--- src/memTag_settings.svh ---
// Memory tag access stage widths and counts
// Shared by the package, the lanes and the top level

`ifndef MEM_TAG_SETTINGS_SVH
`define MEM_TAG_SETTINGS_SVH

// Address and data path
`define MT_ADDR_WIDTH 32

// Active list with 64 entries
`define MT_AL_PTR_WIDTH 6

// Miss status holding registers
`define MT_MSHR_NUM 4
`define MT_MSHR_ID_WIDTH 2

// Data cache line offset and replay index subset
`define MT_LINE_BYTE_BITS 4
`define MT_INDEX_SUBSET_BITS 3

`endif

--- src/MemTagPkg.sv ---
// Types for the memory tag access stage
// Opcodes, execution states and the structs passed between stages

`include "memTag_settings.svh"

package MemTagPkg;

    typedef enum logic [2:0] {
        MOP_LOAD, MOP_STORE, MOP_ENV, MOP_FENCE, MOP_OTHER
    } memOpType_e;

    typedef enum logic [2:0] {
        ENV_BREAK, ENV_CALL, ENV_MRET, ENV_ILLEGAL, ENV_VIOLATION
    } envCode_e;

    typedef enum logic [3:0] {
        NOT_FINISHED, SUCCESS, REFETCH_THIS, REFETCH_NEXT,
        TRAP_EBREAK, TRAP_ECALL, TRAP_MRET,
        FAULT_INSN_ILLEGAL, FAULT_INSN_VIOLATION,
        FAULT_LOAD_MISALIGNED, FAULT_LOAD_VIOLATION,
        FAULT_STORE_MISALIGNED, FAULT_STORE_VIOLATION
    } execState_e;

    typedef enum logic [1:0] {MMT_MEMORY, MMT_IO, MMT_ILLEGAL} memMapType_e;

    typedef enum logic [1:0] {SIZE_BYTE, SIZE_HALF, SIZE_WORD} accessSize_e;

    // Instruction entering a lane from the execute stage
    typedef struct packed {
        logic valid;
        logic regValid;
        memOpType_e opType;
        envCode_e envCode;
        logic isFenceI;
        accessSize_e size;
        logic [`MT_ADDR_WIDTH-1:0] addr;
        memMapType_e memMapType;
        logic [`MT_AL_PTR_WIDTH-1:0] activeListPtr;
        logic [`MT_ADDR_WIDTH-1:0] pc;
        logic [`MT_ADDR_WIDTH-1:0] data;
        logic hasAllocatedMshr;
        logic [`MT_MSHR_ID_WIDTH-1:0] mshrId;
    } memTagEntry_t;

    typedef struct packed {
        logic toRecoveryPhase;
        logic flushAll;
        logic [`MT_AL_PTR_WIDTH-1:0] headPtr;
        logic [`MT_AL_PTR_WIDTH-1:0] tailPtr;
    } flushRequest_t;

    // Tag check results for the load held in the stage
    typedef struct packed {
        logic storeLoadForwarded;
        logic forwardMiss;
        logic mshrReadHit;
        logic dcReadHit;
        logic mshrAddrHit;
        logic loadHasAllocatedMshr;
        logic [`MT_MSHR_ID_WIDTH-1:0] allocMshrId;
        logic [`MT_MSHR_ID_WIDTH-1:0] hitMshrId;
    } loadTagResult_t;

    typedef struct packed {
        logic valid;
        logic regValid;
        execState_e execState;
        logic isLoad;
        logic isStore;
        logic [`MT_ADDR_WIDTH-1:0] addr;
        logic [`MT_AL_PTR_WIDTH-1:0] activeListPtr;
        logic [`MT_ADDR_WIDTH-1:0] pc;
        logic [`MT_ADDR_WIDTH-1:0] data;
    } memAccessOut_t;

    // Replay queue request
    typedef struct packed {
        logic record;
        logic addrHit;
        logic [`MT_INDEX_SUBSET_BITS-1:0] addrSubset;
        logic hasAllocatedMshr;
        logic [`MT_MSHR_ID_WIDTH-1:0] mshrId;
        logic [`MT_AL_PTR_WIDTH-1:0] activeListPtr;
        logic [`MT_ADDR_WIDTH-1:0] pc;
    } replayRecord_t;

    typedef struct packed {
        logic execute;
        logic [`MT_ADDR_WIDTH-1:0] addr;
        logic [`MT_ADDR_WIDTH-1:0] pc;
        accessSize_e size;
        logic regValid;
    } loadExecReq_t;

    typedef struct packed {
        logic execute;
        logic [`MT_ADDR_WIDTH-1:0] addr;
        logic [`MT_ADDR_WIDTH-1:0] data;
        accessSize_e size;
        logic regValid;
    } storeExecReq_t;

    // Half needs bit 0 clear, word needs both low bits clear
    function automatic logic isMisaligned(
        input logic [`MT_ADDR_WIDTH-1:0] addr,
        input accessSize_e size
    );
        case (size)
            SIZE_HALF: return addr[0];
            SIZE_WORD: return addr[1:0] != 2'b00;
            default:   return 1'b0;
        endcase
    endfunction

endpackage

--- src/FlushRangeCheck.sv ---
// Selective flush detector
// Tells whether an active-list pointer lies in the range being flushed

`timescale 1ns/1ns
`include "memTag_settings.svh"

module FlushRangeCheck (
    input  MemTagPkg::flushRequest_t flushReq,
    input  logic [`MT_AL_PTR_WIDTH-1:0] ptr,
    output logic flush
);
    import MemTagPkg::*;

    logic inRange;

    always_comb begin
        // Half-open range [head, tail), wrapping past the list end
        if (flushReq.headPtr <= flushReq.tailPtr) begin
            inRange = (ptr >= flushReq.headPtr) && (ptr < flushReq.tailPtr);
        end else begin
            inRange = (ptr >= flushReq.headPtr) || (ptr < flushReq.tailPtr);
        end
    end

    assign flush = flushReq.toRecoveryPhase && (flushReq.flushAll || inRange);

endmodule

--- src/LoadTagLane.sv ---
// Load lane of the memory tag access stage
// Decides load result validity and execution state, requests replays
// and frees MSHR entries held by forwarded or flushed loads

`timescale 1ns/1ns
`include "memTag_settings.svh"

module LoadTagLane (
    input  logic clk,
    input  logic rstN,
    input  logic stall,
    input  logic clear,
    input  logic flush,
    input  MemTagPkg::memTagEntry_t entryIn,
    input  MemTagPkg::loadTagResult_t tagResult,
    output logic [`MT_AL_PTR_WIDTH-1:0] activeListPtr,
    output MemTagPkg::loadExecReq_t execReq,
    output MemTagPkg::memAccessOut_t out,
    output MemTagPkg::replayRecord_t record,
    output logic [`MT_MSHR_NUM-1:0] mshrRelease
);
    import MemTagPkg::*;

    memTagEntry_t entryReg;
    logic update;
    logic isLoad;
    logic isEnv;
    logic isFenceI;
    logic hasMshr;
    logic [`MT_MSHR_ID_WIDTH-1:0] mshrId;
    logic resultValid;
    logic releaseReq;
    execState_e execState;

    // Only valid is cleared, payload follows it
    always_ff @(posedge clk) begin
        if (!rstN) begin
            entryReg.valid <= 1'b0;
        end else if (!stall) begin
            entryReg <= entryIn;
        end
    end

    assign activeListPtr = entryReg.activeListPtr;
    assign update = entryReg.valid && !stall && !clear && !flush;
    assign isLoad = entryReg.opType == MOP_LOAD;
    assign isEnv = entryReg.opType == MOP_ENV;
    assign isFenceI = (entryReg.opType == MOP_FENCE) && entryReg.isFenceI;
    assign hasMshr = entryReg.hasAllocatedMshr || tagResult.loadHasAllocatedMshr;

    // MSHR the replayed load waits on
    always_comb begin
        if (entryReg.hasAllocatedMshr) begin
            mshrId = entryReg.mshrId;
        end else if (tagResult.loadHasAllocatedMshr) begin
            mshrId = tagResult.allocMshrId;
        end else if (tagResult.mshrAddrHit) begin
            mshrId = tagResult.hitMshrId;
        end else begin
            mshrId = entryReg.mshrId;
        end
    end

    // Data arrival check
    always_comb begin
        if (isLoad) begin
            if (tagResult.storeLoadForwarded) begin
                resultValid = !tagResult.forwardMiss;
            end else if (hasMshr) begin
                resultValid = tagResult.mshrReadHit;
            end else begin
                resultValid = tagResult.mshrReadHit || tagResult.dcReadHit;
            end
            resultValid = resultValid && entryReg.regValid;
        end else if (hasMshr) begin
            resultValid = tagResult.mshrReadHit;
        end else begin
            resultValid = entryReg.regValid;
        end
    end

    always_comb begin
        if (!update || !resultValid) begin
            execState = NOT_FINISHED;
        end else if (isLoad) begin
            if (tagResult.storeLoadForwarded && tagResult.forwardMiss) begin
                execState = REFETCH_THIS;
            end else begin
                execState = SUCCESS;
            end
        end else if (isEnv) begin
            case (entryReg.envCode)
                ENV_BREAK:     execState = TRAP_EBREAK;
                ENV_CALL:      execState = TRAP_ECALL;
                ENV_MRET:      execState = TRAP_MRET;
                ENV_ILLEGAL:   execState = FAULT_INSN_ILLEGAL;
                ENV_VIOLATION: execState = FAULT_INSN_VIOLATION;
                default:       execState = TRAP_EBREAK;
            endcase
        end else if (isFenceI) begin
            // Following fetches may hold stale instruction cache data
            execState = REFETCH_NEXT;
        end else begin
            execState = SUCCESS;
        end

        // Region fault wins over misalignment
        if (isLoad && (execState inside {SUCCESS, REFETCH_NEXT})) begin
            if (entryReg.memMapType == MMT_ILLEGAL) begin
                execState = FAULT_LOAD_VIOLATION;
            end else if (isMisaligned(entryReg.addr, entryReg.size)) begin
                execState = FAULT_LOAD_MISALIGNED;
            end
        end
    end

    always_comb begin
        execReq.execute = update && isLoad;
        execReq.addr = entryReg.addr;
        execReq.pc = entryReg.pc;
        execReq.size = entryReg.size;
        execReq.regValid = resultValid;

        out.valid = update;
        out.regValid = resultValid;
        out.execState = execState;
        out.isLoad = isLoad;
        out.isStore = 1'b0;
        out.addr = entryReg.addr;
        out.activeListPtr = entryReg.activeListPtr;
        out.pc = entryReg.pc;
        out.data = entryReg.data;

        // Missing data goes back to the scheduler
        record.record = update && !resultValid;
        record.addrHit = tagResult.mshrAddrHit;
        record.addrSubset =
            entryReg.addr[`MT_LINE_BYTE_BITS+`MT_INDEX_SUBSET_BITS-1:`MT_LINE_BYTE_BITS];
        record.hasAllocatedMshr = hasMshr;
        record.mshrId = mshrId;
        record.activeListPtr = entryReg.activeListPtr;
        record.pc = entryReg.pc;
    end

    // Forwarded data makes the MSHR useless, as does a flush
    assign releaseReq =
        (update && resultValid && isLoad && tagResult.storeLoadForwarded && hasMshr) ||
        (entryReg.valid && isLoad && flush && hasMshr);

    always_comb begin
        mshrRelease = '0;
        if (releaseReq) begin
            mshrRelease[mshrId] = 1'b1;
        end
    end

    // The flush detector outside must keep a flushed load off the unit
    assert property (@(posedge clk) disable iff (!rstN) !(execReq.execute && flush));

    assert property (@(posedge clk) disable iff (!rstN) $onehot0(mshrRelease));

endmodule

--- src/StoreTagLane.sv ---
// Store lane of the memory tag access stage
// Detects memory order violations, store faults and replay requests

`timescale 1ns/1ns
`include "memTag_settings.svh"

module StoreTagLane (
    input  logic clk,
    input  logic rstN,
    input  logic stall,
    input  logic clear,
    input  logic flush,
    input  MemTagPkg::memTagEntry_t entryIn,
    input  logic conflict,
    output logic [`MT_AL_PTR_WIDTH-1:0] activeListPtr,
    output MemTagPkg::storeExecReq_t execReq,
    output MemTagPkg::memAccessOut_t out,
    output MemTagPkg::replayRecord_t record,
    output logic orderViolation
);
    import MemTagPkg::*;

    memTagEntry_t entryReg;
    logic update;
    logic isStore;
    execState_e execState;

    always_ff @(posedge clk) begin
        if (!rstN) begin
            entryReg.valid <= 1'b0;
        end else if (!stall) begin
            entryReg <= entryIn;
        end
    end

    assign activeListPtr = entryReg.activeListPtr;
    assign update = entryReg.valid && !stall && !clear && !flush;
    assign isStore = entryReg.opType == MOP_STORE;

    // A younger load already read stale data, the store itself is fine
    assign orderViolation = update && entryReg.regValid && isStore && conflict;

    always_comb begin
        if (!update || !entryReg.regValid) begin
            execState = NOT_FINISHED;
        end else if (isStore && conflict) begin
            execState = REFETCH_NEXT;
        end else begin
            execState = SUCCESS;
        end

        if (isStore && (execState inside {SUCCESS, REFETCH_NEXT})) begin
            if (entryReg.memMapType == MMT_ILLEGAL) begin
                execState = FAULT_STORE_VIOLATION;
            end else if (isMisaligned(entryReg.addr, entryReg.size)) begin
                execState = FAULT_STORE_MISALIGNED;
            end
        end
    end

    always_comb begin
        execReq.execute = update && isStore;
        execReq.addr = entryReg.addr;
        execReq.data = entryReg.data;
        execReq.size = entryReg.size;
        execReq.regValid = entryReg.regValid;

        out.valid = update;
        out.regValid = entryReg.regValid;
        out.execState = execState;
        out.isLoad = 1'b0;
        out.isStore = isStore;
        out.addr = entryReg.addr;
        out.activeListPtr = entryReg.activeListPtr;
        out.pc = entryReg.pc;
        out.data = entryReg.data;

        // Stores never wait on an MSHR
        record.record = update && !entryReg.regValid;
        record.addrHit = 1'b0;
        record.addrSubset =
            entryReg.addr[`MT_LINE_BYTE_BITS+`MT_INDEX_SUBSET_BITS-1:`MT_LINE_BYTE_BITS];
        record.hasAllocatedMshr = 1'b0;
        record.mshrId = '0;
        record.activeListPtr = entryReg.activeListPtr;
        record.pc = entryReg.pc;
    end

    assert property (@(posedge clk) disable iff (!rstN) orderViolation |-> execReq.execute);

endmodule

--- src/MemTagAccessStage.sv ---
// Memory tag access stage top level
// One load lane and one store lane, each with its own flush check

`timescale 1ns/1ns
`include "memTag_settings.svh"

module MemTagAccessStage (
    input  logic clk,
    input  logic rstN,
    input  logic stall,
    input  logic clear,
    input  MemTagPkg::memTagEntry_t ldIn,
    input  MemTagPkg::memTagEntry_t stIn,
    input  MemTagPkg::flushRequest_t flushReq,
    input  MemTagPkg::loadTagResult_t ldResult,
    input  logic stConflict,
    output MemTagPkg::memAccessOut_t ldOut,
    output MemTagPkg::memAccessOut_t stOut,
    output MemTagPkg::replayRecord_t ldRecord,
    output MemTagPkg::replayRecord_t stRecord,
    output MemTagPkg::loadExecReq_t ldExec,
    output MemTagPkg::storeExecReq_t stExec,
    output logic [`MT_MSHR_NUM-1:0] mshrRelease,
    output logic orderViolation
);
    import MemTagPkg::*;

    logic [`MT_AL_PTR_WIDTH-1:0] ldPtr;
    logic [`MT_AL_PTR_WIDTH-1:0] stPtr;
    logic ldFlush;
    logic stFlush;

    FlushRangeCheck i_ldFlushCheck (.flushReq(flushReq), .ptr(ldPtr), .flush(ldFlush));
    FlushRangeCheck i_stFlushCheck (.flushReq(flushReq), .ptr(stPtr), .flush(stFlush));

    LoadTagLane i_LoadTagLane (
        .clk(clk), .rstN(rstN), .stall(stall), .clear(clear), .flush(ldFlush),
        .entryIn(ldIn), .tagResult(ldResult), .activeListPtr(ldPtr),
        .execReq(ldExec), .out(ldOut), .record(ldRecord), .mshrRelease(mshrRelease)
    );

    StoreTagLane i_StoreTagLane (
        .clk(clk), .rstN(rstN), .stall(stall), .clear(clear), .flush(stFlush),
        .entryIn(stIn), .conflict(stConflict), .activeListPtr(stPtr),
        .execReq(stExec), .out(stOut), .record(stRecord), .orderViolation(orderViolation)
    );

endmodule

--- config.mk ---
export PLATFORM = sky130hd
export DESIGN_NAME = MemTagAccessStage
export DESIGN_NICKNAME = d
export VERILOG_FILES = /design/src/MemTagPkg.sv /design/src/FlushRangeCheck.sv /design/src/LoadTagLane.sv /design/src/StoreTagLane.sv /design/src/MemTagAccessStage.sv
export VERILOG_INCLUDE_DIRS = /design/src /design/src/src
export SDC_FILE = /design/constraint.sdc
export NUM_CORES = 1
export LEC_CHECK = 0
export ABC_CLOCK_PERIOD_IN_PS = 8000
export BUFFER_PORTS_ARGS = -buffer_cell sky130_fd_sc_hd__buf_2
export CAP_MARGIN = 20
export CELL_PAD_IN_SITES_DETAIL_PLACEMENT = 1
export CELL_PAD_IN_SITES_GLOBAL_PLACEMENT = 2
export CORE_AREA = 5 5 273 275
export DETAILED_ROUTE_END_ITERATION = 10
export DIE_AREA = 0 0 278 280
export PLACE_DENSITY_LB_ADDON = 0.1
export SETUP_SLACK_MARGIN = 0.05
export SYNTH_ARGS = -nofsm -noshare
export SYNTH_HDL_FRONTEND = slang
export SYNTH_HIERARCHICAL = 1
export SYNTH_SLANG_ARGS = --single-unit
--- constraint.sdc ---
create_clock -name clk -period 8 [get_ports clk]
set_input_delay 0.4 -clock clk [delete_from_list [all_inputs] [get_ports clk]]
set_output_delay 0.4 -clock clk [all_outputs]
set_load 0.005 [all_outputs]
==> impl_metrics.csv <==
group,metric,value,unit
detailed_routing,antenna_left,0,
power,seq_power_share,0.446,
floorplanning,start_util,0.162,
synthesis,synth_cells,866,
floorplanning,rows,99,
sta,layout_min_cycle_time,4.20,ns
synthesis,ys_types,49,
cells_and_area,drive_gt1_frac,0.627,
cts,post_cts_resized,0,
sta,holdWs,0.0522,ns
worst_hold_path,min_from,"stIn[87]",
synthesis,synth-seq-cells,229,
floorplanning,die_height,280,µm
synthesis,synthesis.area,11700,µm²
place,portBuffers,704,
cells_and_area,nets,1512,
outcome,outcome,"complete, no violations",
cts,path_clk_slew,0.06,ns
cells_and_area,finalNonFillerCells,2198,
sta,tightest_slew,1.17,ns
cts,cts_setup_buffers,0,
grt,grt_pass1_wl,59.8,mm
detailed_routing,detailroute.via_count,6909,
sta,fin_tns_setup,0,ns
power,clock_power_share,0.445,
place,place_inst,2089,
critical_path,cp.arrival,3.80,ns
sta,setup_viol,0,
sta,fmax,238,MHz
sta,slew_headroom,0.216,
critical_path,r2r_start,"i_LoadTagLane/entryReg[117]",
sta,clock_skew,0,ns
critical_path,endpoint_kind,"output port",
power,p_comb_frac,0.109,
cts,max-clock-path-buffers,3,
cells_and_area,syn_to_final_growth,25.3,%
cts,hold_buffers,43,
power,switchingPower,0.809,mW
synthesis,synth_warnings,6,
detailed_routing,route.detailed.drc,0,
synthesis,netlist_top_cells_area,"edfxtp_1 (58%), buf_4 (29%), ha_1 (4.1%)",
detailed_routing,initialDrtViolationCount,214,
grt,grt_pass1_vias,7724,
cts,cts_tree,"done",
critical_path,start_kind,"register",
detailed_routing,dr.pass1.iters,4,
cts,worstSkewPairLatency,0.52,ns
grt,grt.overflow.total,0,
critical_path,rrSetupSlack,7.37,ns
floorplanning,die_area,77800,µm²
critical_path,worst_ep_required_time,7.60,ns
floorplanning,ios,718,
synthesis,yosysSeqAreaShare,0.588,
floorplanning,die_w,278,µm
critical_path,crit_fanout,5,
power,p_sw_frac,0.245,
power,p_int,2.49,mW
grt,grt.total_usage,0.107,
detailed_routing,via_per_inst,3.14,
power,powerDensity,226,nW/µm²
sta,rsz0062_at_grt,"false",
sta,hold_violations,0,
place,dpl.hpwl,37.5,mm
place,gp_congestion,0.709,
cells_and_area,seqCellArea,6860,µm²
worst_hold_path,hp-class,"input pin to register",
critical_path,worstSetupPathType,"register to output port",
critical_path,startpoint,"i_LoadTagLane/activeListPtr[3]",
synthesis,syn_avg_cell_area,13.5,µm²
grt,grt_max_degree,69,
power,ir_drop,0.000101,V
cts,htreeDepth,2,
detailed_routing,routedWlPerCell,20.4,µm
synthesis,synth_top_area_frac,0.585,
grt,antenna_found_initial,13,
sta,maxSlewViolCount,0,
sta,post-route-period-util,0.525,
cells_and_area,n_fill_cell,8252,
floorplanning,core,72100,µm²
cells_and_area,multi_input_area,1340,µm²
power,p_leak,6.44,nW
job,drv_cap,0,
synthesis,synth_top_cell_by_area,"edfxtp_1",
detailed_routing,drt-total-wl,44.9,mm
cts,clock-sinks,229,
cts,root_buffer,"clkbuf_16",
cts,numCtsBuffers,34,
==> path summary, 6_finish.rpt <==
kind                                  endpoint  cells past startpoint
setup / recovery                mshrRelease[1]                     12
hold / removal      i_StoreTagLane/execReq[47]                      1
setup reg to reg   i_LoadTagLane/entryReg[117]                      2
hold reg to reg   i_StoreTagLane/entryReg[117]                      2
==> synthesized netlist by cell type, drive strengths merged <==
library cell / n
a211o: 4
a211oi: 1
a21o: 3
a21oi: 14
a22oi: 1
a311oi: 1
a31oi: 5
and2: 7
and2b: 2
and3: 3
and4: 2
and4b: 1
buf: 446
conb: 2
dfxtp: 2
edfxtp: 227
ha: 38
inv: 35
maj3: 2
mux2i: 3
nand2: 8
nand2b: 6
nand3: 3
nand3b: 2
nand4: 5
nor2: 5
nor2b: 5
nor3: 5
nor3b: 3
nor4: 2
nor4b: 2
o21a: 9
o21ai: 6
o221a: 2
o22a: 1
o2bb2a: 1
o31ai: 1
or4b: 1
==> cells by family after synthesis <==
kind of cell    count (synthesis)  synth area share
mux                             3           0.00258
flops                         229             0.588
other cells                     2          0.000645
fa+ha+maj                      40            0.0427
compound gates                 49            0.0316
buf+inv                       481             0.299
simple gates                   62            0.0354
==> worst max-delay path: stages (launching register included) <==
cell	delay (ns)
edfxtp_1	0.46
ha_1	0.33
a211o_1	0.32
a21oi_2	0.12
o21ai_1	0.08
maj3_2	0.30
o21a_1	0.21
or4b_4	0.58
inv_2	0.16
nand2_2	0.07
o2bb2a_4	0.21
nor3b_1	0.24
buf_2	0.19
==> power groups by stage <==
| stage | combinational [mW] | clock [mW] | sequential [mW] |
|---|---|---|---|
| 2_1_floorplan | 0.291 | 0 | 1.47 |
| 3_3_place_gp | 0.357 | 0 | 1.50 |
| 3_5_place_dp | 0.356 | 0 | 1.50 |
| 4_1_cts | 0.374 | 1.55 | 1.48 |
| 5_1_grt | 0.397 | 1.61 | 1.48 |
| 6_report | 0.359 | 1.47 | 1.47 |
==> metal layers <==
metal / vias up / global-route usage / wire length [µm]
met2: 283 / 0.210 / 25200
met4: 14 / 0.0270 / 880
met5: - / 0 / 83
met3: 59 / 0.0327 / 3010
met1: 3327 / 0.112 / 15700
li1: 3226 / - / -
==> area by class of cell <==
| cell class | instances | area share |
|---|---|---|
| Clock buffer | 38 | 0.0608 |
| Clock inverter | 22 | 0.0138 |
| Multi-Input combinational cell | 160 | 0.0915 |
| Timing Repair Buffer | 749 | 0.272 |
| Tap cell | 959 | 0.0822 |
| Antenna cell | 6 | 0.00103 |
| Inverter | 35 | 0.00900 |
| Sequential cell | 229 | 0.470 |
==> registers in the layout (all words and copies together), names as in the netlist <==
| signal | cells |
|---|---|
| i_StoreTagLane/execReq | 67 |
| i_LoadTagLane/execReq | 66 |
| i_LoadTagLane/out | 32 |
| i_StoreTagLane/out | 32 |
| i_LoadTagLane/entryReg | 14 |
| i_LoadTagLane/activeListPtr | 6 |
| i_StoreTagLane/activeListPtr | 6 |
| i_StoreTagLane/entryReg | 6 |
==> layout by cell type (no fill, tap or decap), types with 5 or more instances in the layout <==
cell and n:
ha_1 38, a21oi_1 12, and2_1 5, nor2b_1 5
edfxtp_1 227, clkinv_2 5, nand4_1 5, clkbuf_16 35
nor2_1 5, o21a_1 9, nand2b_1 6, diode_2 6
dlygate4sd3_1 43, buf_2 704, conb_1 6, nor3_1 5
clkinv_1 10, inv_1 34, nand2_1 7
==> through the flow <==
step / worst slack [ns] / utilization / area [µm²] / total power [mW]
after floorplan: 4.69 / - / 11700 / 1.76
after global placement: 4.12 / 0.181 / 13100 / 1.86
after detailed placement: 4.09 / 0.181 / 13100 / 1.85
after CTS: 3.64 / 0.202 / 14600 / 3.40
after global routing: 3.48 / 0.202 / 14600 / 3.49
final: 3.80 / 0.202 / 14600 / 3.30
Note: power is estimated with default switching activity, not from simulation.
